`src/verilog/mempool_pkg.sv`:
```
/*
 * MemPool system package
 * Address map, data widths, target encoding and request/response formats
 */
package mempool_pkg;

  localparam int unsigned AddrWidth = 32;
  localparam int unsigned DataWidth = 32;
  localparam int unsigned StrbWidth = DataWidth / 8; // One select per byte

  typedef logic [AddrWidth-1:0] addr_t;
  typedef logic [DataWidth-1:0] data_t;
  typedef logic [StrbWidth-1:0] strb_t;

  localparam int unsigned NumCores = 4;

  // L2 memory, word interleaved over the banks
  localparam int unsigned NumL2Banks     = 4;
  localparam int unsigned L2BankNumWords = 256;
  localparam int unsigned L2BankSelWidth = $clog2(NumL2Banks);
  localparam int unsigned L2AddrWidth    = $clog2(NumL2Banks * L2BankNumWords);
  localparam addr_t       L2BaseAddr     = 32'h8000_0000;
  localparam addr_t       L2EndAddr      = 32'h8000_1000; // Exclusive

  // Boot ROM
  localparam int unsigned BootromNumWords  = 64;
  localparam int unsigned BootromAddrWidth = $clog2(BootromNumWords);
  localparam addr_t       BootromBaseAddr  = 32'hA000_0000;
  localparam addr_t       BootromEndAddr   = 32'hA000_00FF; // Inclusive
  localparam logic [15:0] BootromWordTag   = 16'hB007;

  // Control registers, 64 KiB window
  localparam int unsigned CtrlAddrWidth      = 14; // Word address
  localparam addr_t       CtrlBaseAddr       = 32'h4000_0000;
  localparam addr_t       CtrlEndAddr        = 32'h4000_FFFF; // Inclusive
  localparam addr_t       CtrlEocOffset      = 32'h0;
  localparam addr_t       CtrlWakeUpOffset   = 32'h4;
  localparam addr_t       CtrlNumCoresOffset = 32'h8;

  localparam int unsigned FifoDepth = 2;

  typedef enum logic [1:0] {
    TgtL2      = 2'd0,
    TgtBootrom = 2'd1,
    TgtCtrl    = 2'd2
  } target_e;

  typedef struct packed {
    target_e target;
    addr_t   addr;   // Word address inside the target window
    logic    we;
    data_t   wdata;
    strb_t   strb;
  } mem_req_t;

  typedef struct packed {
    data_t rdata;
    logic  err;
  } mem_rsp_t;

endpackage : mempool_pkg

```
`src/verilog/mem_port_if.sv`:
```
/*
 * Memory port
 * Request and response streams with valid/ready handshakes
 */
`timescale 1ns/1ps

interface mem_port_if;
  import mempool_pkg::*;

  // Request direction
  logic     req_valid;
  logic     req_ready;
  mem_req_t req;

  // Response direction
  logic     rsp_valid;
  logic     rsp_ready;
  mem_rsp_t rsp;

  modport requester (
    output req_valid, req, rsp_ready,
    input  req_ready, rsp_valid, rsp
  );

  modport responder (
    output req_ready, rsp_valid, rsp,
    input  req_valid, req, rsp_ready
  );

endinterface : mem_port_if

```
`src/verilog/wb_host_port.sv`:
```
/*
 * Wishbone classic host port
 * Decodes the host address, issues one request and answers with ack or err
 */
`timescale 1ns/1ps

module wb_host_port (
  input  logic                clk_i,
  input  logic                rst_n_i,
  input  logic                wb_cyc_i,
  input  logic                wb_stb_i,
  input  logic                wb_we_i,
  input  mempool_pkg::addr_t  wb_adr_i,
  input  mempool_pkg::data_t  wb_dat_i,
  input  mempool_pkg::strb_t  wb_sel_i,
  output mempool_pkg::data_t  wb_dat_o,
  output logic                wb_ack_o,
  output logic                wb_err_o,
  mem_port_if.requester       port_o
);
  import mempool_pkg::*;

  typedef enum logic [1:0] {StIdle, StIssue, StWait, StErr} state_e;

  state_e   state_q, state_d;
  logic     strobe;
  logic     hit;
  target_e  hit_tgt;
  addr_t    win_base;
  addr_t    offset;
  mem_req_t req_q;
  logic     rsp_done;

  assign strobe = wb_cyc_i && wb_stb_i;

  // Address decode against the three windows
  always_comb begin
    hit      = 1'b1;
    hit_tgt  = TgtL2;
    win_base = L2BaseAddr;
    if (wb_adr_i >= L2BaseAddr && wb_adr_i < L2EndAddr) begin
      hit_tgt  = TgtL2;
      win_base = L2BaseAddr;
    end else if (wb_adr_i >= BootromBaseAddr && wb_adr_i <= BootromEndAddr) begin
      hit_tgt  = TgtBootrom;
      win_base = BootromBaseAddr;
    end else if (wb_adr_i >= CtrlBaseAddr && wb_adr_i <= CtrlEndAddr) begin
      hit_tgt  = TgtCtrl;
      win_base = CtrlBaseAddr;
    end else begin
      hit = 1'b0; // Unmapped
    end
  end

  assign offset = wb_adr_i - win_base;

  always_comb begin
    state_d = state_q;
    case (state_q)
      StIdle:  if (strobe) state_d = hit ? StIssue : StErr;
      StIssue: if (port_o.req_ready) state_d = StWait;
      StWait:  if (port_o.rsp_valid) state_d = StIdle;
      default: state_d = StIdle; // Error answer lasts one cycle
    endcase
  end

  always_ff @(posedge clk_i) begin
    if (!rst_n_i) state_q <= StIdle;
    else          state_q <= state_d;
  end

  // Request is captured when the strobe is first seen
  always_ff @(posedge clk_i) begin
    if (state_q == StIdle && strobe) begin
      req_q.target <= hit_tgt;
      req_q.addr   <= {2'b00, offset[AddrWidth-1:2]};
      req_q.we     <= wb_we_i;
      req_q.wdata  <= wb_dat_i;
      req_q.strb   <= wb_sel_i;
    end
  end

  assign port_o.req_valid = (state_q == StIssue);
  assign port_o.req       = req_q;
  assign port_o.rsp_ready = (state_q == StWait);

  assign rsp_done = port_o.rsp_valid && port_o.rsp_ready;
  assign wb_ack_o = rsp_done && !port_o.rsp.err;
  assign wb_err_o = (state_q == StErr) || (rsp_done && port_o.rsp.err);
  assign wb_dat_o = port_o.rsp.rdata;

  a_ack_err_excl: assert property (@(posedge clk_i) disable iff (!rst_n_i)
    !(wb_ack_o && wb_err_o));

  // Each access is answered once, never in two cycles back to back
  a_single_answer: assert property (@(posedge clk_i) disable iff (!rst_n_i)
    (wb_ack_o || wb_err_o) |=> !(wb_ack_o || wb_err_o));

endmodule : wb_host_port

```
`src/flat_wrapper.sv`:
```
// flat-port wrapper written by rule: the top's interface ports become plain ports
module wb_host_port_flat import mempool_pkg::*;
  (clk_i, rst_n_i, wb_cyc_i, wb_stb_i, wb_we_i, wb_adr_i, wb_dat_i, wb_sel_i, wb_dat_o, wb_ack_o, wb_err_o, port_o_req_valid, port_o_req, port_o_rsp_ready, port_o_req_ready, port_o_rsp_valid, port_o_rsp);
  mem_port_if port_o_i ();
  input  logic clk_i;
  input  logic rst_n_i;
  input  logic wb_cyc_i;
  input  logic wb_stb_i;
  input  logic wb_we_i;
  input  mempool_pkg::addr_t wb_adr_i;
  input  mempool_pkg::data_t wb_dat_i;
  input  mempool_pkg::strb_t wb_sel_i;
  output mempool_pkg::data_t wb_dat_o;
  output logic wb_ack_o;
  output logic wb_err_o;
  output wire logic [$bits(port_o_i.req_valid)-1:0] port_o_req_valid;
  output wire logic [$bits(port_o_i.req)-1:0] port_o_req;
  output wire logic [$bits(port_o_i.rsp_ready)-1:0] port_o_rsp_ready;
  input wire logic [$bits(port_o_i.req_ready)-1:0] port_o_req_ready;
  input wire logic [$bits(port_o_i.rsp_valid)-1:0] port_o_rsp_valid;
  input wire logic [$bits(port_o_i.rsp)-1:0] port_o_rsp;
  assign port_o_req_valid = port_o_i.req_valid;
  assign port_o_req = port_o_i.req;
  assign port_o_rsp_ready = port_o_i.rsp_ready;
  assign port_o_i.req_ready = port_o_req_ready;
  assign port_o_i.rsp_valid = port_o_rsp_valid;
  assign port_o_i.rsp = port_o_rsp;
  wb_host_port u_core (.clk_i(clk_i), .rst_n_i(rst_n_i), .wb_cyc_i(wb_cyc_i), .wb_stb_i(wb_stb_i), .wb_we_i(wb_we_i), .wb_adr_i(wb_adr_i), .wb_dat_i(wb_dat_i), .wb_sel_i(wb_sel_i), .wb_dat_o(wb_dat_o), .wb_ack_o(wb_ack_o), .wb_err_o(wb_err_o), .port_o(port_o_i));
endmodule
```
`config.mk`:
```
export PLATFORM = sky130hd
export DESIGN_NAME = wb_host_port_flat
export DESIGN_NICKNAME = d
export VERILOG_FILES = /design/src/verilog/mempool_pkg.sv /design/src/verilog/mem_port_if.sv /design/src/verilog/wb_host_port.sv /design/src/flat_wrapper.sv
export SDC_FILE = /design/constraint.sdc
export NUM_CORES = 1
export LEC_CHECK = 0
export BUFFER_PORTS_ARGS = -buffer_cell sky130_fd_sc_hd__buf_4
export CAP_MARGIN = 10
export CORE_UTILIZATION = 35
export CTS_CLUSTER_DIAMETER = 100
export DETAILED_ROUTE_END_ITERATION = 8
export HOLD_SLACK_MARGIN = 0.05
export PLACE_DENSITY = 0.76
export SYNTH_ARGS = -nofsm -noshare
export SYNTH_HDL_FRONTEND = slang
export SYNTH_SLANG_ARGS = --single-unit
```
`constraint.sdc`:
```
create_clock -name clk_i -period 2.05 [get_ports clk_i]
set_input_delay 0.205 -clock clk_i [delete_from_list [all_inputs] [get_ports clk_i]]
set_output_delay 0.205 -clock clk_i [all_outputs]
set_load 0.01 [all_outputs]
```
[Word level (Yosys, flattened, before mapping)]
Index checks and enable logic that the tools add are counted.
Operators by class
  equality and inequality tests: 6
  shifts and indexed selects: 0
  multipliers: 0
  mux-type cells: 13
  $add $sub $neg: 1
  bitwise logic cells: 0
  div/mod/pow operators: 0
  order comparisons: 6
  reduce and logical (&&, ||, !) cells: 13
Operators by type and width (number)
  $mux W32: 3
  $ge A32 B32 Y1 const B: 2
  $ge A32 B31 Y1 const B: 1
  $le A32 B31 Y1 const B: 1
  $le A32 B32 Y1 const B: 1
  $lt A32 B32 Y1 const B: 1
  $sub A32 B32 Y32: 1
  $mux W2: 5
  $logic_and A1 B1 Y1: 8
  $pmux W2 S3: 1
  $eq A2 B2 Y1 const B: 2
  $mux W1: 4
  $ne A2 B1 Y1 const B: 2
  $reduce_and A3 Y1: 1
  $eq A2 B1 Y1 const B: 1
  $logic_not A2 Y1: 1
  $ne A2 B2 Y1 const B: 1
  $reduce_or A2 Y1: 1
  $logic_not A1 Y1: 1
  $logic_or A1 B1 Y1: 1
Word-level totals
  bits of input ports: 108
  register bits: 71
  memories kept: 0
  word-level logic and storage cells: 46
  bits in latches: 0
  RAM bits: 0
  ROM bits: 0

[Depth between registers and ports, before layout]
  depth after elaboration: 8
  mapped depth: 7

[Worst setup path before layout]
OpenSTA, ideal clock, no wires.
  kind: register -> register
  from: register u_core.state_q[0]
  to: register u_core.state_q[1]
  slack: -107 ps
  stages on the path, launching flop included: 5
  setup time: 132 ps
  data arrival time: 2025 ps
  clock period less this slack: 2157 ps
  path buffers: 0
  cell sequence: dfxtp_1 -> and4bb_2 -> nand2b_4 -> o21a_1 -> a221oi_1
On the way
  longest elaborated chain between the ends: 3
Ends and longest elaborated chain
  from (decl): RTL line wb_host_port.sv:25  | state_e state_q, state_d;
  from (signal assigned): RTL line wb_host_port.sv:68  | if (!rst_n_i) state_q <= StIdle;
  from (signal assigned): RTL line wb_host_port.sv:69  | else state_q <= state_d;
  $eq A2 B2 Y1 (tied with other cells): RTL line wb_host_port.sv:59  | case (state_q)
  $ne A2 B2 Y1 (no source line) or $ne A2 B1 Y1 (tied branches)
  $reduce_and A3 Y1 (no source line)
Several ways; a longest one is shown, not always the timed one.
A chain may end at the register's enable or synchronous reset.

[Worst setup path in the final report]
  from: input wb_adr_i[15]
  to: register u_core.req_q (netlist bit u_core.port_o.req[65]), data pin
On the way
  longest elaborated chain between the ends: 6
Ends and longest elaborated chain
  from (decl): RTL line flat_wrapper.sv:10  | input mempool_pkg::addr_t wb_adr_i;
  $ge A32 B31 Y1 or $le A32 B31 Y1 (tied branches): RTL line wb_host_port.sv:47  | end else if (wb_adr_i >= CtrlBaseAddr && wb_adr_i <= CtrlEndAddr) begin
  $logic_and A1 B1 Y1: RTL line wb_host_port.sv:47
  $mux W32: RTL line wb_host_port.sv:47
  $mux W32: RTL line wb_host_port.sv:44  | end else if (wb_adr_i >= BootromBaseAddr && wb_adr_i <= BootromEndAddr) begin
  $mux W32: RTL line wb_host_port.sv:41  | if (wb_adr_i >= L2BaseAddr && wb_adr_i < L2EndAddr) begin
  $sub A32 B32 Y32 *: RTL line wb_host_port.sv:55  | assign offset = wb_adr_i - win_base;
  net u_core.offset[30]: RTL line wb_host_port.sv:30  | addr_t offset;
  to (decl): RTL line wb_host_port.sv:31  | mem_req_t req_q;
Mark *: on every way through the listed nets, which the timed path passes. The rest lies on a longest branch.

==> impl_metrics.env <==
export IMPL_slew_violations=0
export IMPL_internal_power_w=0.002631
export IMPL_p_seq_share_pct=50.1
export IMPL_power_share_switching_pct=22.51
export IMPL_post_cts_buffers=0
export IMPL_mappedNetlistArea_um2=2661
export IMPL_coreArea_um2=7292
export IMPL_grt_start_max_net_pins=32
export IMPL_crit_path_end_kind="register"
export IMPL_synth_warnings=0
export IMPL_finalWirelength_um=8469
export IMPL_synth_cell_type_count=27
export IMPL_cts_buffers=9
export IMPL_finalClockSkew_ns=0.01096
export IMPL_cts_max_path_buffers=2
export IMPL_r2r_slack_ns=0.58
export IMPL_critPathBufInv=3
export IMPL_seq_area_frac_synth_pct=79.36
export IMPL_required_ns=2.26
export IMPL_synthMostInstantiatedCell="edfxtp_1"
export IMPL_final_period_utilization_pct=94.76
export IMPL_clkLatencyLatePin_ns=0.34
export IMPL_crit_path_end="u_core.port_o.req[65]$_DFFE_PP_"
export IMPL_p_leak_nw=1.898
export IMPL_drt_iter0_markers=73
export IMPL_drt_first_pass_iters=5
export IMPL_drive_above_1_share_pct=50.73
export IMPL_synth_top_cell_by_area="edfxtp_1"
export IMPL_synth_common_cells="edfxtp_1, buf_4, inv_1"
export IMPL_cts_tree="yes"
export IMPL_post_route_min_period_ns=1.942
export IMPL_antenna_found_initial=0
export IMPL_fin_nets=446
export IMPL_htreeDepth=3
export IMPL_wl_met2_um=4483
export IMPL_crit_slowest_cell="dlygate4sd3_1"
export IMPL_yosysTopAreaCellShare_pct=77.86
export IMPL_dieArea_um2=7957
export IMPL_dp_hpwl_um=4852
export IMPL_cp_depth=9
export IMPL_synth_seq_cells=71
export IMPL_die_w_um=89.20
export IMPL_ant_nets=0
export IMPL_r2r_end="u_core.port_o.req[66]$_DFFE_PP_"
export IMPL_first_global_vias=2048
export IMPL_status="finished clean"
export IMPL_slowest_delay_ns=0.54
export IMPL_finalHoldViolCount=0
export IMPL_hp_class="in -> reg"
export IMPL_cts_root_buffer="clkbuf_8"
export IMPL_dr_wl_met3_um=927
export IMPL_crit_arrival_ns=2.15
export IMPL_cts_num_sinks=71
export IMPL_ff2ff_path_depth=2
export IMPL_crit_start="wb_adr_i[15]"
export IMPL_max_freq_mhz=514.8
export IMPL_wl_per_cell_um=19.25
export IMPL_path_cells="dlygate4sd3_1 -> buf_4 -> nor2_1 -> nand3_1 -> nor4_4 -> and3_1 -> ha_2 -> fa_1 -> inv_1"
export IMPL_grt_pass1_wl_um=11340
export IMPL_remaining_drc_errors=0
export IMPL_grtUsageTotal_pct=20.72
export IMPL_final_cells=440
export IMPL_clkPwrFrac_pct=36.6
export IMPL_synthTopCellsByArea="edfxtp_1, buf_4, dfxtp_1"
export IMPL_top_layer_used="met4"
export IMPL_rsz0062_at_grt="no"
export IMPL_setup_viol=0
export IMPL_synth_edf_count=69
export IMPL_r2r_start="u_core.state_q[0]$_SDFFE_PN0P_"
export IMPL_start_kind="input pin"
export IMPL_combinationalPowerShare_pct=13.3
export IMPL_finalPower_w=0.003395
export IMPL_cap_violations=0
export IMPL_start_util_pct=36.50
export IMPL_via_per_inst=4.557
export IMPL_fillers=498
export IMPL_placed_cells_incl_taps=364
export IMPL_numPortBuffers=146
export IMPL_vias=2005
export IMPL_antenna_cells=0
export IMPL_wl_met1_um=2820
export IMPL_power_density_nw_per_um2=745.6
export IMPL_num_rows=31
export IMPL_async_reset_ff_share_pct=0
export IMPL_globalplace_congestion=0.7019
export IMPL_ios=215
export IMPL_crit_family="buffers and inverters"
export IMPL_path_clk_slew_ns=0.07
export IMPL_setup_tns_ns=0
export IMPL_place_area_um2=3704
export IMPL_peakVddDrop_mv=0.3089
export IMPL_cp_max_fo=2
export IMPL_synth_cells=146
export IMPL_final_area_um2=4553
export IMPL_die_y_um=89.20
export IMPL_critPathKind="in -> reg"
export IMPL_p_sw_w=0.0007642
export IMPL_grt_overflow_total=0
export IMPL_syn_avg_cell_area_um2=18.23
export IMPL_area_growth_pct=71.09
export IMPL_synthFlopType="edfxtp_1"
[area by class of cell]
cell class | count | area [µm²] | area share, %
flip-flops and latches | 71 | 2112 | 46.39
repair buffers | 212 | 1777 | 39.02
multi-input cells | 37 | 301.5 | 6.623
clock buffers | 9 | 123.9 | 2.721
well taps | 99 | 123.9 | 2.721
clock inverters | 7 | 96.34 | 2.116
inverters | 5 | 18.77 | 0.4122
[power by group through the flow]
| stage | Clock (W) | Sequential, W | Combinational (W) |
|---|---|---|---|
| detailed placement | 0 | 0.00173 | 0.000342 |
| global route | 0.00132 | 0.00171 | 0.000483 |
| finish | 0.00124 | 0.00170 | 0.000452 |
| CTS | 0.00124 | 0.00170 | 0.000441 |
| global placement | 0 | 0.00173 | 0.000335 |
| floorplan | 0 | 0.00176 | 0.000127 |
[how the worst min path moves through the flow]
| stage | endpoint | start | slack, ns | cells past startpoint |
|---|---|---|---|---|
| global placement | u_core.port_o.req[23]$_DFFE_PP_ | wb_dat_i[19] | 0.38 | 1 |
| detailed placement | u_core.port_o.req[11]$_DFFE_PP_ | wb_dat_i[7] | 0.38 | 1 |
| global route | u_core.port_o.req[48]$_DFFE_PP_ | wb_adr_i[13] | 0.06 | 1 |
| CTS | u_core.port_o.req[60]$_DFFE_PP_ | wb_adr_i[25] | 0.05 | 1 |
| floorplan | u_core.port_o.req[0]$_DFFE_PP_ | wb_sel_i[0] | 0.30 | 0 |
| finish | u_core.port_o.req[48]$_DFFE_PP_ | wb_adr_i[13] | 0.08 | 1 |
[cell usage in the layout, fill, tap and decap left out, drive strengths merged, types with 3 or more instances in the layout]
cell / synthesis / final
buf: 34 / 150
edfxtp: 69 / 69
dlygate4sd3: 0 / 60
clkbuf: 0 / 9
inv: 5 / 6
nor2: 4 / 4
nor4: 4 / 4
nor3: 3 / 3
nand2: 3 / 3
o21ai: 3 / 3
[repair_timing]
| item | 4_1_cts | 5_1_grt |
|---|---|---|
| setup endpoints to repair | 0 | 1 |
| hold buffers | 61 | 1 |
| hold endpoints to repair | 61 | 1 |
| gates resized for setup | 0 | 6 |
[stage by stage]
stage,util (%),hold slack (ns),setup WS [ns]
5_1_grt,62.44,0.05503,0.03145
6_report,62.44,0.07629,0.1075
3_5_place_dp,50.79,0.3844,-0.03463
2_1_floorplan,-,0.3039,0.2172
4_1_cts,62.18,0.05026,0.02519
3_3_place_gp,50.79,0.3833,0.01632
[sequential cells by signal, summed over array words and instances, names as in the netlist]
name               cells
u_core.state_q         2
u_core.port_o.req     69
[logic make-up after synthesis]
logic type               count (synthesis)  synth area share, %
AND/OR/NAND/NOR                         23                6.440
buffers and inverters                   39                10.30
other                                    1               0.1409
flip-flops                              71                79.36
AO/OA/AOI/OAI                            9                2.209
adder cells (fa/ha/maj)                  2                1.222
XOR/XNOR                                 1               0.3292
[per-layer routing]
layer,track usage [%],up-vias
met5,0,-
met1,21.16,943
met4,10.68,0
li1,-,887
met3,6.741,36
met2,37.75,139
(Power assumes the default switching activity.)
