[config.mk]
export PLATFORM = sky130hd
export DESIGN_NAME = stream_fifo
export DESIGN_NICKNAME = d
export VERILOG_FILES = /design/src/verilog/mempool_pkg.sv /design/src/verilog/stream_fifo.sv
export SDC_FILE = /design/constraint.sdc
export NUM_CORES = 1
export LEC_CHECK = 0
export BUFFER_PORTS_ARGS = -buffer_cell sky130_fd_sc_hd__buf_2
export CORE_AREA = 10 10 47 49
export DETAILED_ROUTE_END_ITERATION = 8
export DIE_AREA = 0 0 57 59
export HOLD_SLACK_MARGIN = 0.12
export PLACE_DENSITY_LB_ADDON = 0.15
export SLEW_MARGIN = 10
export SYNTH_ARGS = -nofsm -noshare
export SYNTH_HDL_FRONTEND = slang
export SYNTH_SLANG_ARGS = --single-unit
[constraint.sdc]
create_clock -name clk_i -period 1.6 [get_ports clk_i]
set_input_delay 0 -clock clk_i [delete_from_list [all_inputs] [get_ports clk_i]]
set_output_delay 0 -clock clk_i [all_outputs]
set_load 0.1 [all_outputs]
[src/verilog/mempool_pkg.sv]
/*
 * MemPool system package
 * Address map, data widths, target encoding and request/response formats
 */
package mempool_pkg;

  localparam int unsigned AddrWidth = 32;
  localparam int unsigned DataWidth = 32;
  localparam int unsigned StrbWidth = DataWidth / 8; // One select per byte

  typedef logic [AddrWidth-1:0] addr_t;
  typedef logic [DataWidth-1:0] data_t;
  typedef logic [StrbWidth-1:0] strb_t;

  localparam int unsigned NumCores = 4;

  // L2 memory, word interleaved over the banks
  localparam int unsigned NumL2Banks     = 4;
  localparam int unsigned L2BankNumWords = 256;
  localparam int unsigned L2BankSelWidth = $clog2(NumL2Banks);
  localparam int unsigned L2AddrWidth    = $clog2(NumL2Banks * L2BankNumWords);
  localparam addr_t       L2BaseAddr     = 32'h8000_0000;
  localparam addr_t       L2EndAddr      = 32'h8000_1000; // Exclusive

  // Boot ROM
  localparam int unsigned BootromNumWords  = 64;
  localparam int unsigned BootromAddrWidth = $clog2(BootromNumWords);
  localparam addr_t       BootromBaseAddr  = 32'hA000_0000;
  localparam addr_t       BootromEndAddr   = 32'hA000_00FF; // Inclusive
  localparam logic [15:0] BootromWordTag   = 16'hB007;

  // Control registers, 64 KiB window
  localparam int unsigned CtrlAddrWidth      = 14; // Word address
  localparam addr_t       CtrlBaseAddr       = 32'h4000_0000;
  localparam addr_t       CtrlEndAddr        = 32'h4000_FFFF; // Inclusive
  localparam addr_t       CtrlEocOffset      = 32'h0;
  localparam addr_t       CtrlWakeUpOffset   = 32'h4;
  localparam addr_t       CtrlNumCoresOffset = 32'h8;

  localparam int unsigned FifoDepth = 2;

  typedef enum logic [1:0] {
    TgtL2      = 2'd0,
    TgtBootrom = 2'd1,
    TgtCtrl    = 2'd2
  } target_e;

  typedef struct packed {
    target_e target;
    addr_t   addr;   // Word address inside the target window
    logic    we;
    data_t   wdata;
    strb_t   strb;
  } mem_req_t;

  typedef struct packed {
    data_t rdata;
    logic  err;
  } mem_rsp_t;

endpackage : mempool_pkg

[src/verilog/stream_fifo.sv]
/*
 * Stream FIFO
 * Circular buffer between two valid/ready streams, payload type is a parameter
 */
`timescale 1ns/1ps

module stream_fifo #(
  parameter type         payload_t = logic,
  parameter int unsigned Depth     = mempool_pkg::FifoDepth
) (
  input  logic     clk_i,
  input  logic     rst_n_i,
  input  logic     in_valid_i,
  output logic     in_ready_o,
  input  payload_t in_data_i,
  output logic     out_valid_o,
  input  logic     out_ready_i,
  output payload_t out_data_o
);

  localparam int unsigned PtrWidth = (Depth > 1) ? $clog2(Depth) : 1;
  localparam int unsigned CntWidth = $clog2(Depth + 1);

  payload_t              mem_q [Depth];
  logic [PtrWidth-1:0]   wr_ptr_q, rd_ptr_q;
  logic [CntWidth-1:0]   count_q;
  logic                  push, pop;

  assign in_ready_o  = (count_q < CntWidth'(Depth));
  assign out_valid_o = (count_q != '0);
  assign out_data_o  = mem_q[rd_ptr_q];

  assign push = in_valid_i && in_ready_o;
  assign pop  = out_valid_o && out_ready_i;

  always_ff @(posedge clk_i) begin
    if (!rst_n_i) begin
      wr_ptr_q <= '0;
      rd_ptr_q <= '0;
      count_q  <= '0;
    end else begin
      if (push) wr_ptr_q <= (wr_ptr_q == PtrWidth'(Depth - 1)) ? '0 : wr_ptr_q + 1'b1;
      if (pop)  rd_ptr_q <= (rd_ptr_q == PtrWidth'(Depth - 1)) ? '0 : rd_ptr_q + 1'b1;
      if (push && !pop)      count_q <= count_q + 1'b1;
      else if (pop && !push) count_q <= count_q - 1'b1;
    end
  end

  // Storage
  always_ff @(posedge clk_i) begin
    if (push) mem_q[wr_ptr_q] <= in_data_i;
  end

  // A full FIFO keeps its write side still until something leaves
  a_no_write_when_full: assert property (@(posedge clk_i) disable iff (!rst_n_i)
    (count_q == CntWidth'(Depth)) && !pop |=>
      (count_q == CntWidth'(Depth)) && (wr_ptr_q == $past(wr_ptr_q)));

  a_count_bound: assert property (@(posedge clk_i) disable iff (!rst_n_i)
    count_q <= CntWidth'(Depth));

endmodule : stream_fifo

# After elaboration in Yosys (flattened, before gate mapping)
# Memory sizes are Yosys's and may differ from the RTL's. A register that Yosys moved wholly into a read port is not among the register bits.
# Cells that the tools add are included.
# classes
addsub	4
order_cmp	1
n_mux	8
n_reduce_logical	8
# op_table
cell	count
1-bit two-way mux	6
1-bit logical AND	4
2-bit two-way mux	2
2-bit nonzero test	2
1-bit adder (second input constant)	2
2-bit by 1-bit adder with 2-bit output (second input constant)	1
1-bit zero test	2
2-bit < comparator (second input constant)	1
2-bit by 1-bit subtractor with 2-bit output (second input constant)	1
# totals
regBits	4
mem_bits_rw	2
in_bits	5
out_inout_bits	3
elab_cells	25
mem_count	1
# mem_list
name	depth	width	read_ports	rd_ports_with_merged_regs	wr	line	source
mem_q	2	1	1	1	1	stream_fifo.sv:24	payload_t mem_q [Depth];

# Logic depth before layout (Yosys ltp)
# Gate-level depths: netlist of run 1.
# depth
depth_word	6
ltp_mapped	5
depth_no_buf	5

# Least setup slack after synthesis of run 1
# OpenSTA, ideal clock, no wires.
# synth_path
path_kind	register -> register
startpoint	reg count_q[1]
endpoint	reg count_q[1]
setup_time_ns	0.070
arrival_ns	1.254
required_ns	1.530
slack_ns	0.276
path_stages_with_launch	5
path_buffers	0
cell_sequence	dfxtp_1 > o21ai_1 > ha_1 > or3_1 > a21boi_1
# synth_via
elab_chain_len	5
word_cells_on_any_way	13
# synth_rtl
item	line	source
start, declared	stream_fifo.sv:26	logic [CntWidth-1:0] count_q;
start signal, assigned	stream_fifo.sv:44	if (push && !pop) count_q <= count_q + 1'b1;
start signal, assigned	stream_fifo.sv:45	else if (pop && !push) count_q <= count_q - 1'b1;
2-bit < comparator / 2-bit nonzero test (equally long branches)	stream_fifo.sv:29, stream_fifo.sv:30	
1-bit logical AND, on equally long branches	stream_fifo.sv:33, stream_fifo.sv:34	
1-bit zero test, on equally long branches	stream_fifo.sv:45, stream_fifo.sv:44	
1-bit logical AND, on equally long branches	stream_fifo.sv:45, stream_fifo.sv:44	
2-bit nonzero test (no line) / 2-bit two-way mux (equally long branches)	n/a	
# Several ways; a longest one is shown, not always the timed one. The select of a mux whose other input is x is not followed.
# A chain may end at the register's enable or synchronous reset.

# Final worst setup path of run 1
# Same ends and word-level chain as after synthesis.

==> reports/metrics.csv, run 1 <==
stage,metric,value,unit
sta,timing.fmax,684,MHz
synth,synth_area_leader_cell,dfxtp_1,
grt,track_usage,0.0428,
sta,drv_slew,0,
synth,synthTopCellsByArea,"dfxtp_1 34%, edfxtp_1 20%, and2_1 8.4%",
sta,finalCriticalPeriod,1460,ps
route,drt-wirelength-per-cell,9.93,um
synth,synth.distinct_cells,16,
setup_path,r2r_end,count_q[1]$_SDFFE_PN0P_,
sta,final-setup-viol-count,0,
synth,synthCells,26,
sta,relSlewSlack,0.677,
cells_and_area,drive_gt1_frac,0.325,
floorplan,ios,8,
sta,hold_viol,0,
clocking,clkSinkCount,7,
setup_path,slowest_delay,390,ps
cells_and_area,antenna_cells,0,
setup_path,startpoint,count_q[1]$_SDFFE_PN0P_,
route,wirelength,556,um
setup_path,startpoint_type,flop,
synth,synth.yosys.warnings,0,
grt,grt_pass1_wl,1020,um
synth,yosys.cell_count.top_type,dfxtp_1,
synth,synth_common_cells,"5 x dfxtp_1, 4 x and2_1, 2 x edfxtp_1, 2 x nor2b_1, 2 x xnor2_1",
route,drc,0,
synth,synth_edf_count,2,
place,portBuffers,7,
setup_path,ff2ff_path_depth,4,
floorplan,die-area,3360,um^2
sta,fin_crit_sh,0.914,
clocking,cts.reportedPaths.clkPinSlew,50,ps
clocking,htreeDepth,1,
setup_path,crit_type,flop to flop,
floorplan,coreArea,1400,um^2
clocking,cts_buffers,3,
synth,async_flop_share,0,
grt,grt_overflow_total,0,
sta,finalWorstSetupSlack,138,ps
grt,met1_usage,0.0321,
grt,grt_max_degree,7,
route,num_vias,225,
synth,synth.top_cell.area_share,0.338,
cells_and_area,nNetsFinal,47,
synth,syn_area,297,um^2
floorplan,die_x,57,um
setup_path,crit_buf_inv,0,
setup_path,crit_path_cell_trace,o21ai_1 > ha_1 > or3_1 > a21boi_1,
setup_path,worstSetupPathDepth,4,
run,drv_cap,0,
setup_path,cp.required,1780,ps
clocking,worstSkewPairLatency,250,ps
setup_path,crit_end,count_q[1]$_SDFFE_PN0P_,
route,drtAntennaViolNets,0,
synth,ys_seq_area_frac,0.540,
setup_path,worstSetupEndpointType,flop,
sta,worst_pin_slew,488,ps
cells_and_area,area_growth,36.7,%
route,vias_per_cell,4.02,
sta,fin_setup_tns,0,ps
synth,ys.flop_type,dfxtp_1,
setup_path,critPathTopFamily,flip-flops,
synth,synth_seq_cells,7,
setup_path,path_max_fanout,6,
grt,antenna_found_initial,0,
setup_path,worstReg2RegStart,count_q[1]$_SDFFE_PN0P_,
clocking,post_cts_buffers,0,
route,drt_iter0_markers,3,
status,outcome,finished clean,
floorplan,die_h,59,um
synth,synth.avg_cell_area,11.4,um^2
grt,grt_use_met3,0.0472,
grt,grt_pass1_vias,260,
setup_path,cp.arrival,1640,ps
clocking,cts_tree,built,
hold_path,hp-class,primary input to flop,
route,dr.pass1.iters,2,
grt,grt.busiest_layer,met2,
clocking,cts-root-buf,clkbuf_4,
place,dp_slack,137,ps
sta,fin_skew,0.883,ps
grt,grt_use_met2,0.0636,
clocking,clockBufferDepth,2,
place,gp_congestion,0.704,
synth,synth_nets,32,
floorplan,row_count,14,
floorplan,start_util,0.212,
setup_path,regToRegSetupSlack,140,ps
sta,rsz0062_at_grt,no,
setup_path,slowest_stage,dfxtp_1,
-- cell type report --
type                       count  area, um^2
fill                         162         996
sequential                     7         160
multi-input combinational     18         133
timing repair buffer          10        62.6
clock buffer                   4        26.3
tap                           16        20.0
inverter                       1        3.75
-- timing repair --
item | in CTS | in global routing
resized for setup | 0 | 0
hold buffers | 2 | 0
endpoints found under the hold margin | 7 | 0
-- worst register-to-register path, cell delays in order, from the launching register on --
cell	delay, ps
dfxtp_1	390
o21ai_1	130
ha_1	350
or3_1	370
a21boi_1	160
-- cells in the final DEF, fill, tap and decap left out --
cell type      synthesis  routed
clkbuf_4               0       3
nor2b_1                2       2
dfxtp_1                5       5
xor2_1                 1       1
inv_1                  1       1
or2_2                  1       1
o21ai_0                1       1
and2b_1                1       1
ha_1                   1       1
or3_1                  1       1
buf_2                  0       7
a21boi_1               1       1
edfxtp_1               2       2
mux2_2                 1       1
o21ai_1                1       1
xnor2_1                2       2
and2_1                 4       4
buf_4                  0       1
clkbuf_1               0       1
o21a_1                 1       1
dlygate4sd3_1          0       2
-- how the worst min path moves through the flow --
stage                           start            endpoint  slack [ps]  cells after the start
after global routing      out_ready_i                flop         250                      4
final                     out_ready_i                flop         200                      4
after floorplan             in_data_i  mem_q[0]$_DFFE_PP_         100                      0
after CTS                 out_ready_i                flop         210                      4
after detailed placement    in_data_i  mem_q[1]$_DFFE_PP_         190                      1
after global placement      in_data_i  mem_q[1]$_DFFE_PP_         190                      1
-- logic make-up after synthesis --
group,count (synthesis),synth area share
simple gates,9,0.194
compound gates,4,0.0844
fa+ha+maj,1,0.0422
flops,7,0.540
xor+xnor,3,0.0886
buf+inv,1,0.0126
mux,1,0.0380
-- per-layer routing --
metal | routed length (um) | vias up
li1 | - | 113
met1 | 227 | 102
met2 | 266 | 8
met3 | 52 | 2
met4 | 9 | 0
met5 | 0 | -
-- metrics by stage --
stage / instance area (um^2) / hold slack, ps / std cells / util
floorplan: 297 / 98.9 / 26 / -
global placement: 359 / 191 / 50 / 0.256
detailed placement: 359 / 193 / 50 / 0.256
CTS: 405 / 206 / 56 / 0.289
global route: 405 / 247 / 56 / 0.289
finish: 405 / 204 / 56 / 0.289
Power of run 1 is not shown: default switching activity piles up to over one toggle a cycle in this logic, so the estimate is an artifact.
==> inputs of run 2 (changes only) <==
--- a/config.mk
+++ b/config.mk
@@ -5,10 +5,12 @@
 export SDC_FILE = /design/constraint.sdc
 export NUM_CORES = 1
 export LEC_CHECK = 0
+export ABC_AREA = 1
 export BUFFER_PORTS_ARGS = -buffer_cell sky130_fd_sc_hd__buf_2
-export CORE_AREA = 10 10 47 49
+export CAP_MARGIN = 20
+export CORE_AREA = 2 2 39 41
 export DETAILED_ROUTE_END_ITERATION = 8
-export DIE_AREA = 0 0 57 59
+export DIE_AREA = 0 0 41 43
 export HOLD_SLACK_MARGIN = 0.12
 export PLACE_DENSITY_LB_ADDON = 0.15
 export SLEW_MARGIN = 10
==> run 2 against run 1 <==
  * Routed wire length shrank 6.1%
  * Flip-flop and latch count is the same
  * Maximum frequency increased by 18%
  * Clock skew rose by 3.5 ps
  * Cell count up 21%
  * Area after synthesis grew 6.3%
  * Largest cell class unchanged
  * Cell area increased by 11%
  * Utilization grew 3.7 points
==> reports/metrics.csv, run 2 <==
stage,metric,value,unit,change
cells_and_area,mostFrequentLayoutCell,buf_2,,
place,place.detailed.hpwl,411,um,
cells_and_area,fillers,149,,-8.0%
setup_path,crit_type,flop to flop,,
cells_and_area,seqCellArea,161,um^2,+0.78%
route,num_vias,265,,+18%
cells_and_area,multi_input_area,145,um^2,+9.4%
synth,synth_common_cells,"7 x inv_1, 6 x nand2_1, 6 x nor2_1",,
synth,async_flop_share,0,,unchanged
sta,timing.fmax,809,MHz,+18%
floorplan,die_h,43,um,-27%
route,drtAntennaViolNets,0,,unchanged
synth,synthTopCellsByArea,"dfxtp_1 32%, edfxtp_1 19%, inv_1 8.3%",,
synth,syn_area,315,um^2,+6.3%
grt,grt_overflow_total,0,,unchanged
grt,met1_usage,0.0879,,+0.0559
synth,synth.top_cell.area_share,0.317,,-0.0201
place,placed_cell_area,395,um^2,+10%
floorplan,die-area,1760,um^2,-48%
setup_path,path_max_fanout,5,,-1
grt,antenna_found_initial,0,,unchanged
grt,grt.busiest_layer,met2,,
setup_path,ff2ff_path_depth,8,,+4
synth,synthCells,38,,+46%
route,vias_per_cell,3.90,,-3.0%
clocking,htreeDepth,1,,unchanged
route,drc,0,,unchanged
route,drt_iter0_markers,6,,+3
sta,hold_viol,0,,unchanged
floorplan,coreArea,1380,um^2,-1.2%
place,portBuffers,7,,unchanged
clocking,cts_buffers,3,,unchanged
clocking,worstSkewPairLatency,240,ps,about the same
clocking,clockBufferDepth,2,,unchanged
sta,final-setup-viol-count,0,,unchanged
synth,synth_area_leader_cell,dfxtp_1,,
clocking,cts_tree,built,,
run,drv_cap,0,,unchanged
grt,grt_max_degree,6,,-1
status,outcome,finished clean,,
grt,grt_use_met3,0.0314,,-0.0158
cells_and_area,finalNonFillerCells,68,,+21%
cells_and_area,drive_gt1_frac,0.404,,+0.0788
synth,ys_seq_area_frac,0.508,,-0.0321
cells_and_area,area_growth,43.3,%,
grt,grt_pass1_vias,217,,-17%
setup_path,startpoint,count_q[1]$_SDFFE_PN0P_,,
synth,synth.distinct_cells,15,,-1
clocking,cts.reportedPaths.clkPinSlew,50,ps,about the same
synth,synth.avg_cell_area,8.30,um^2,-27%
floorplan,row_count,14,,unchanged
setup_path,regToRegSetupSlack,360,ps,+230 ps
cells_and_area,postLayoutCellArea,452,um^2,+11%
floorplan,ios,8,,unchanged
sta,rsz0062_at_grt,no,,
clocking,cts-root-buf,clkbuf_4,,
setup_path,cp.arrival,1370,ps,-270 ps
setup_path,crit_end,count_q[1]$_SDFFE_PN0P_,,
cells_and_area,nNetsFinal,59,,+26%
synth,synth.yosys.warnings,0,,unchanged
sta,worst_pin_slew,485,ps,-3.01 ps
setup_path,worstReg2RegStart,count_q[1]$_SDFFE_PN0P_,,
hold_path,hp-class,primary input to flop,,
floorplan,start_util,0.228,,+0.0162
grt,track_usage,0.0756,,+0.0328
place,placedCellCount,61,,+22%
route,drt-wirelength-per-cell,7.68,um,-23%
floorplan,die_x,41,um,-28%
setup_path,cp.required,1740,ps,-40 ps
grt,grt_pass1_wl,828,um,-19%
clocking,clkSinkCount,7,,unchanged
synth,synth_nets,44,,+38%
sta,relSlewSlack,0.679,,+0.00199
sta,fin_skew,4.42,ps,+3.54 ps
synth,synth_edf_count,2,,unchanged
synth,yosys.cell_count.top_type,inv_1,,
place,gp_congestion,0.663,,-5.8%
setup_path,startpoint_type,flop,,
sta,finalCriticalPeriod,1240,ps,-226 ps
route,wirelength,522,um,-6.1%
setup_path,r2r_end,count_q[1]$_SDFFE_PN0P_,,
setup_path,worstSetupEndpointType,flop,,
cells_and_area,antenna_cells,0,,unchanged
synth,ys.flop_type,dfxtp_1,,
grt,grt_use_met2,0.103,,+0.0396
sta,drv_slew,0,,unchanged
sta,fin_crit_sh,0.772,,-0.141
cells_and_area,final_cell_mix,"7 x buf_2, 6 x nor2_1, 5 x nand2_1, 4 x inv_1, 4 x dfxtp_1",,
synth,synth_seq_cells,7,,unchanged
route,dr.pass1.iters,2,,unchanged
[run 2: cell types whose count changed after synthesis, sizes merged, moves of 2 or more]
cell | before | now
nand2 | 0 | 8
inv | 1 | 8
nor2 | 0 | 6
and2 | 4 | 0
a21oi | 0 | 2
nor2b | 2 | 0
xnor2 | 2 | 0
[run 2: cell families after synthesis]
kind of cell | after synthesis | share of synthesized area
AO/OA/AOI/OAI | 5 | 0.0873
multiplexers | 1 | 0.0357
flip-flops | 7 | 0.508
adder cells (fa/ha/maj) | 1 | 0.0397
buffers and inverters | 8 | 0.0952
AND/OR/NAND/NOR | 16 | 0.234
[run 2: how the worst min path moves through the flow]
stage	start	to	slack (ps)	cells past startpoint
finish	out_ready_i	flop	180	4
CTS	out_ready_i	rd_ptr_q$_SDFFE_PN0P_	170	4
global placement	in_data_i	mem_q[0]$_DFFE_PP_	200	1
detailed placement	in_data_i	mem_q[0]$_DFFE_PP_	200	1
global route	out_ready_i	flop	200	4
floorplan	in_data_i	mem_q[0]$_DFFE_PP_	100	0
[run 2: what timing repair did]
item                                   4_1_cts  5_1_grt
resized for setup                            0        0
buffers inserted                             0        0
hold buffers                                 3        0
endpoints found under the hold margin        7        0
[run 2: layout make-up]
type / instances / area share
Sequential cell: 7 / 0.357
Multi-Input combinational cell: 23 / 0.321
Tap cell: 16 / 0.0443
Timing Repair Buffer: 10 / 0.144
Inverter: 8 / 0.0748
Clock buffer: 4 / 0.0582
[run 2: worst max-delay path, stage by stage, from the launching register on]
cell and delay (ps):
dfxtp_2 360, clkinvlp_4 150, nand2_4 110, inv_2 50, ha_4 230, inv_2 60, nand4_1 70, nand2_1 70
nor2_1 40
[run 2: through the flow]
stage | setup WS [ps] | utilization | TNS [ps] | hold slack [ps]
2_1_floorplan | -82.0 | - | -136 | 98.9
3_5_place_dp | 362 | 0.286 | 0 | 199
3_3_place_gp | 353 | 0.286 | 0 | 196
6_report | 365 | 0.326 | 0 | 176
5_1_grt | 276 | 0.326 | 0 | 199
4_1_cts | 346 | 0.326 | 0 | 171
[run 2: per-layer routing]
metal,vias up,wire (um)
met1,113,258
met4,0,0
met3,0,23
met2,5,241
met5,-,0
li1,147,-
Power of run 2 is left out for the same reason.
==> inputs of run 3 (changes only) <==
==> constraint.sdc (replaced) <==
create_clock -name clk_i -period 1.1 [get_ports clk_i]
set_input_delay 0 -clock clk_i [delete_from_list [all_inputs] [get_ports clk_i]]
set_output_delay 0 -clock clk_i [all_outputs]
set_load 0.1 [all_outputs]
==> run 3 against run 2 <==
  * The flow now finishes with violations (negative setup slack)
  * Sequential share of layout area shrank 4.4 points
  * Utilization grew 5.4 points
  * Die area is the same
  * Cell count grew 4.4%
  * Cell area grew 17%
  * Register-to-register slack lost 400 ps
  * Routed wire length grew 14%
  * Largest cell class unchanged
==> reports/metrics.csv, run 3 (synthesis gave the netlist of run 2 again) <==
stage,metric,value,unit,change
floorplan,row_count,14,,unchanged
cells_and_area,final_cell_mix,"5 x inv_2, 5 x nor2_1, 5 x buf_4, 4 x nand2_1, 4 x buf_2",,
setup_path,crit_top_cell,inv_2,,
setup_path,slowest_stage,dfxtp_4,,
floorplan,ios,8,,unchanged
floorplan,start_util,0.228,,unchanged
setup_path,ff2ff_path_depth,7,,-1
clocking,clockBufferDepth,2,,unchanged
clocking,htreeDepth,1,,unchanged
setup_path,worstSetupEndpointType,flop,,
setup_path,worstReg2RegStart,count_q[1]$_SDFFE_PN0P_,,
status,outcome,"complete, but fails checks",,
cells_and_area,drive_gt1_frac,0.564,,+0.160
floorplan,die-area,1760,um^2,unchanged
sta,timing.fmax,878,MHz,+8.5%
setup_path,slowest_delay,350,ps,about the same
cells_and_area,seqCellArea,165,um^2,+2.3%
cells_and_area,antenna_cells,0,,unchanged
hold_path,hp-class,primary input to flop,,
cells_and_area,postLayoutCellArea,527,um^2,+17%
setup_path,crit_path_cell_trace,o21a_1 > inv_2 > ha_4 > inv_2 > nand4_1 > nand2_1 > nor2_1,,
sta,worst_pin_slew,145,ps,-341 ps
hold_path,hold_start,rst_n_i,,
cells_and_area,area_growth,67.1,%,
setup_path,regToRegSetupSlack,-40,ps,-400 ps
clocking,cts_buffers,3,,unchanged
clocking,cts.reportedPaths.clkPinSlew,50,ps,about the same
grt,track_usage,0.101,,+0.0250
grt,grt_overflow_total,0,,unchanged
sta,rsz0062_at_grt,yes,,
setup_path,cp.arrival,1280,ps,-90 ps
floorplan,coreArea,1380,um^2,unchanged
clocking,clkSinkCount,7,,unchanged
route,dr.pass1.iters,1,,-1
cells_and_area,nNetsFinal,62,,+5.1%
cells_and_area,fillers,152,,+2.0%
clocking,cts-root-buf,clkbuf_4,,
clocking,worstSkewPairLatency,240,ps,about the same
grt,grt_pass1_vias,274,,+26%
cells_and_area,multi_input_area,154,um^2,+6.0%
place,placed_cell_area,455,um^2,+15%
sta,drv_slew,0,,unchanged
status,violations,negative setup slack,,
sta,fin_crit_sh,1.03,,+0.263
sta,hold_viol,0,,unchanged
setup_path,critPathTopFamily,flip-flops,,
sta,finalWorstSetupSlack,-38.3,ps,-403 ps
hold_path,whs_path_depth,3,,-1
route,drc,0,,unchanged
sta,fin_skew,0.254,ps,-4.17 ps
run,drv_cap,0,,unchanged
sta,relSlewSlack,0.903,,+0.224
grt,grt_max_degree,5,,-1
setup_path,startpoint_type,flop,,
hold_path,hold_end,count_q[1]$_SDFFE_PN0P_,,
route,drt-wirelength-per-cell,8.41,um,+9.5%
cells_and_area,finalNonFillerCells,71,,+4.4%
floorplan,die_x,41,um,unchanged
clocking,cts_tree,built,,
place,placedCellCount,65,,+6.6%
clocking,holdBufCountCts,1,,-2
setup_path,cp.required,1240,ps,-500 ps
place,portBuffers,7,,unchanged
place,place.detailed.hpwl,448,um,+9.0%
place,gp_congestion,0.656,,-1.0%
setup_path,crit_buf_inv,2,,-1
grt,antenna_found_initial,0,,unchanged
route,drt_iter0_markers,0,,-6
setup_path,crit_type,flop to flop,,
setup_path,r2r_end,count_q[1]$_SDFFE_PN0P_,,
sta,finalCriticalPeriod,1140,ps,-97.1 ps
route,vias_per_cell,3.82,,-2.1%
route,drtAntennaViolNets,0,,unchanged
grt,grt_pass1_wl,1100,um,+33%
floorplan,die_h,43,um,unchanged
route,wirelength,597,um,+14%
setup_path,path_max_fanout,3,,-2
sta,final-setup-viol-count,2,,+2
route,num_vias,271,,+2.3%
[run 3: changes by cell type in the layout (fill, tap and decap cells not counted), moves of 2 or more]
cell           previous run  this run
buf_12                    0         3
buf_2                     7         4
buf_4                     0         5
dlygate4sd3_1             3         1
inv_1                     4         2
inv_2                     3         5
[run 3: worst max-delay path by stage]
stage | from | endpoint | slack [ps] | cells past startpoint
after floorplan | count_q[1]$_SDFFE_PN0P_ | count_q[1]$_SDFFE_PN0P_ | -580 | 9
after global placement | count_q[1]$_SDFFE_PN0P_ | count_q[1]$_SDFFE_PN0P_ | -80 | 8
after detailed placement | count_q[1]$_SDFFE_PN0P_ | count_q[1]$_SDFFE_PN0P_ | -80 | 8
after CTS | count_q[1]$_SDFFE_PN0P_ | count_q[1]$_SDFFE_PN0P_ | -40 | 9
after global routing | count_q[1]$_SDFFE_PN0P_ | count_q[1]$_SDFFE_PN0P_ | -100 | 8
final | count_q[1]$_SDFFE_PN0P_ | count_q[1]$_SDFFE_PN0P_ | -40 | 7
[run 3: stage by stage]
step | setup slack, ps | hold WS, ps | utilization | TNS [ps]
after floorplan | -582 | 98.9 | - | -2150
after global placement | -84.2 | 196 | 0.329 | -139
after detailed placement | -78.6 | 199 | 0.329 | -128
after CTS | -43.1 | 6.27 | 0.369 | -102
after global routing | -102 | 5.59 | 0.381 | -253
final | -38.3 | 11.0 | 0.381 | -53.1
[run 3: layout make-up]
cell class,instances,share of cell area
multi-input cells,23,0.292
flip-flops and latches,7,0.314
clock buffers,4,0.0499
repair buffers,13,0.242
inverters,8,0.0641
well taps,16,0.0380
[run 3: worst min-delay path, cell delays in order]
cell and delay [ps]:
buf_2 120, nand2_1 60, nor2_1 40
[run 3: timing repair]
item	4_1_cts	5_1_grt
endpoints found under the setup margin	4	6
resized for setup	6	6
setup buffers	1	0
gates cloned	0	0
pin swaps	4	0
hold endpoints to repair	7	5
[run 3: metal layers]
layer	vias to the layer above	GRT usage	part of all wire
li1	152	-	-
met1	114	0.113	0.44
met2	5	0.134	0.50
met3	0	0.0524	0.052
met4	0	0.0800	0
met5	-	0	0
Power of run 3 is left out for the same reason.
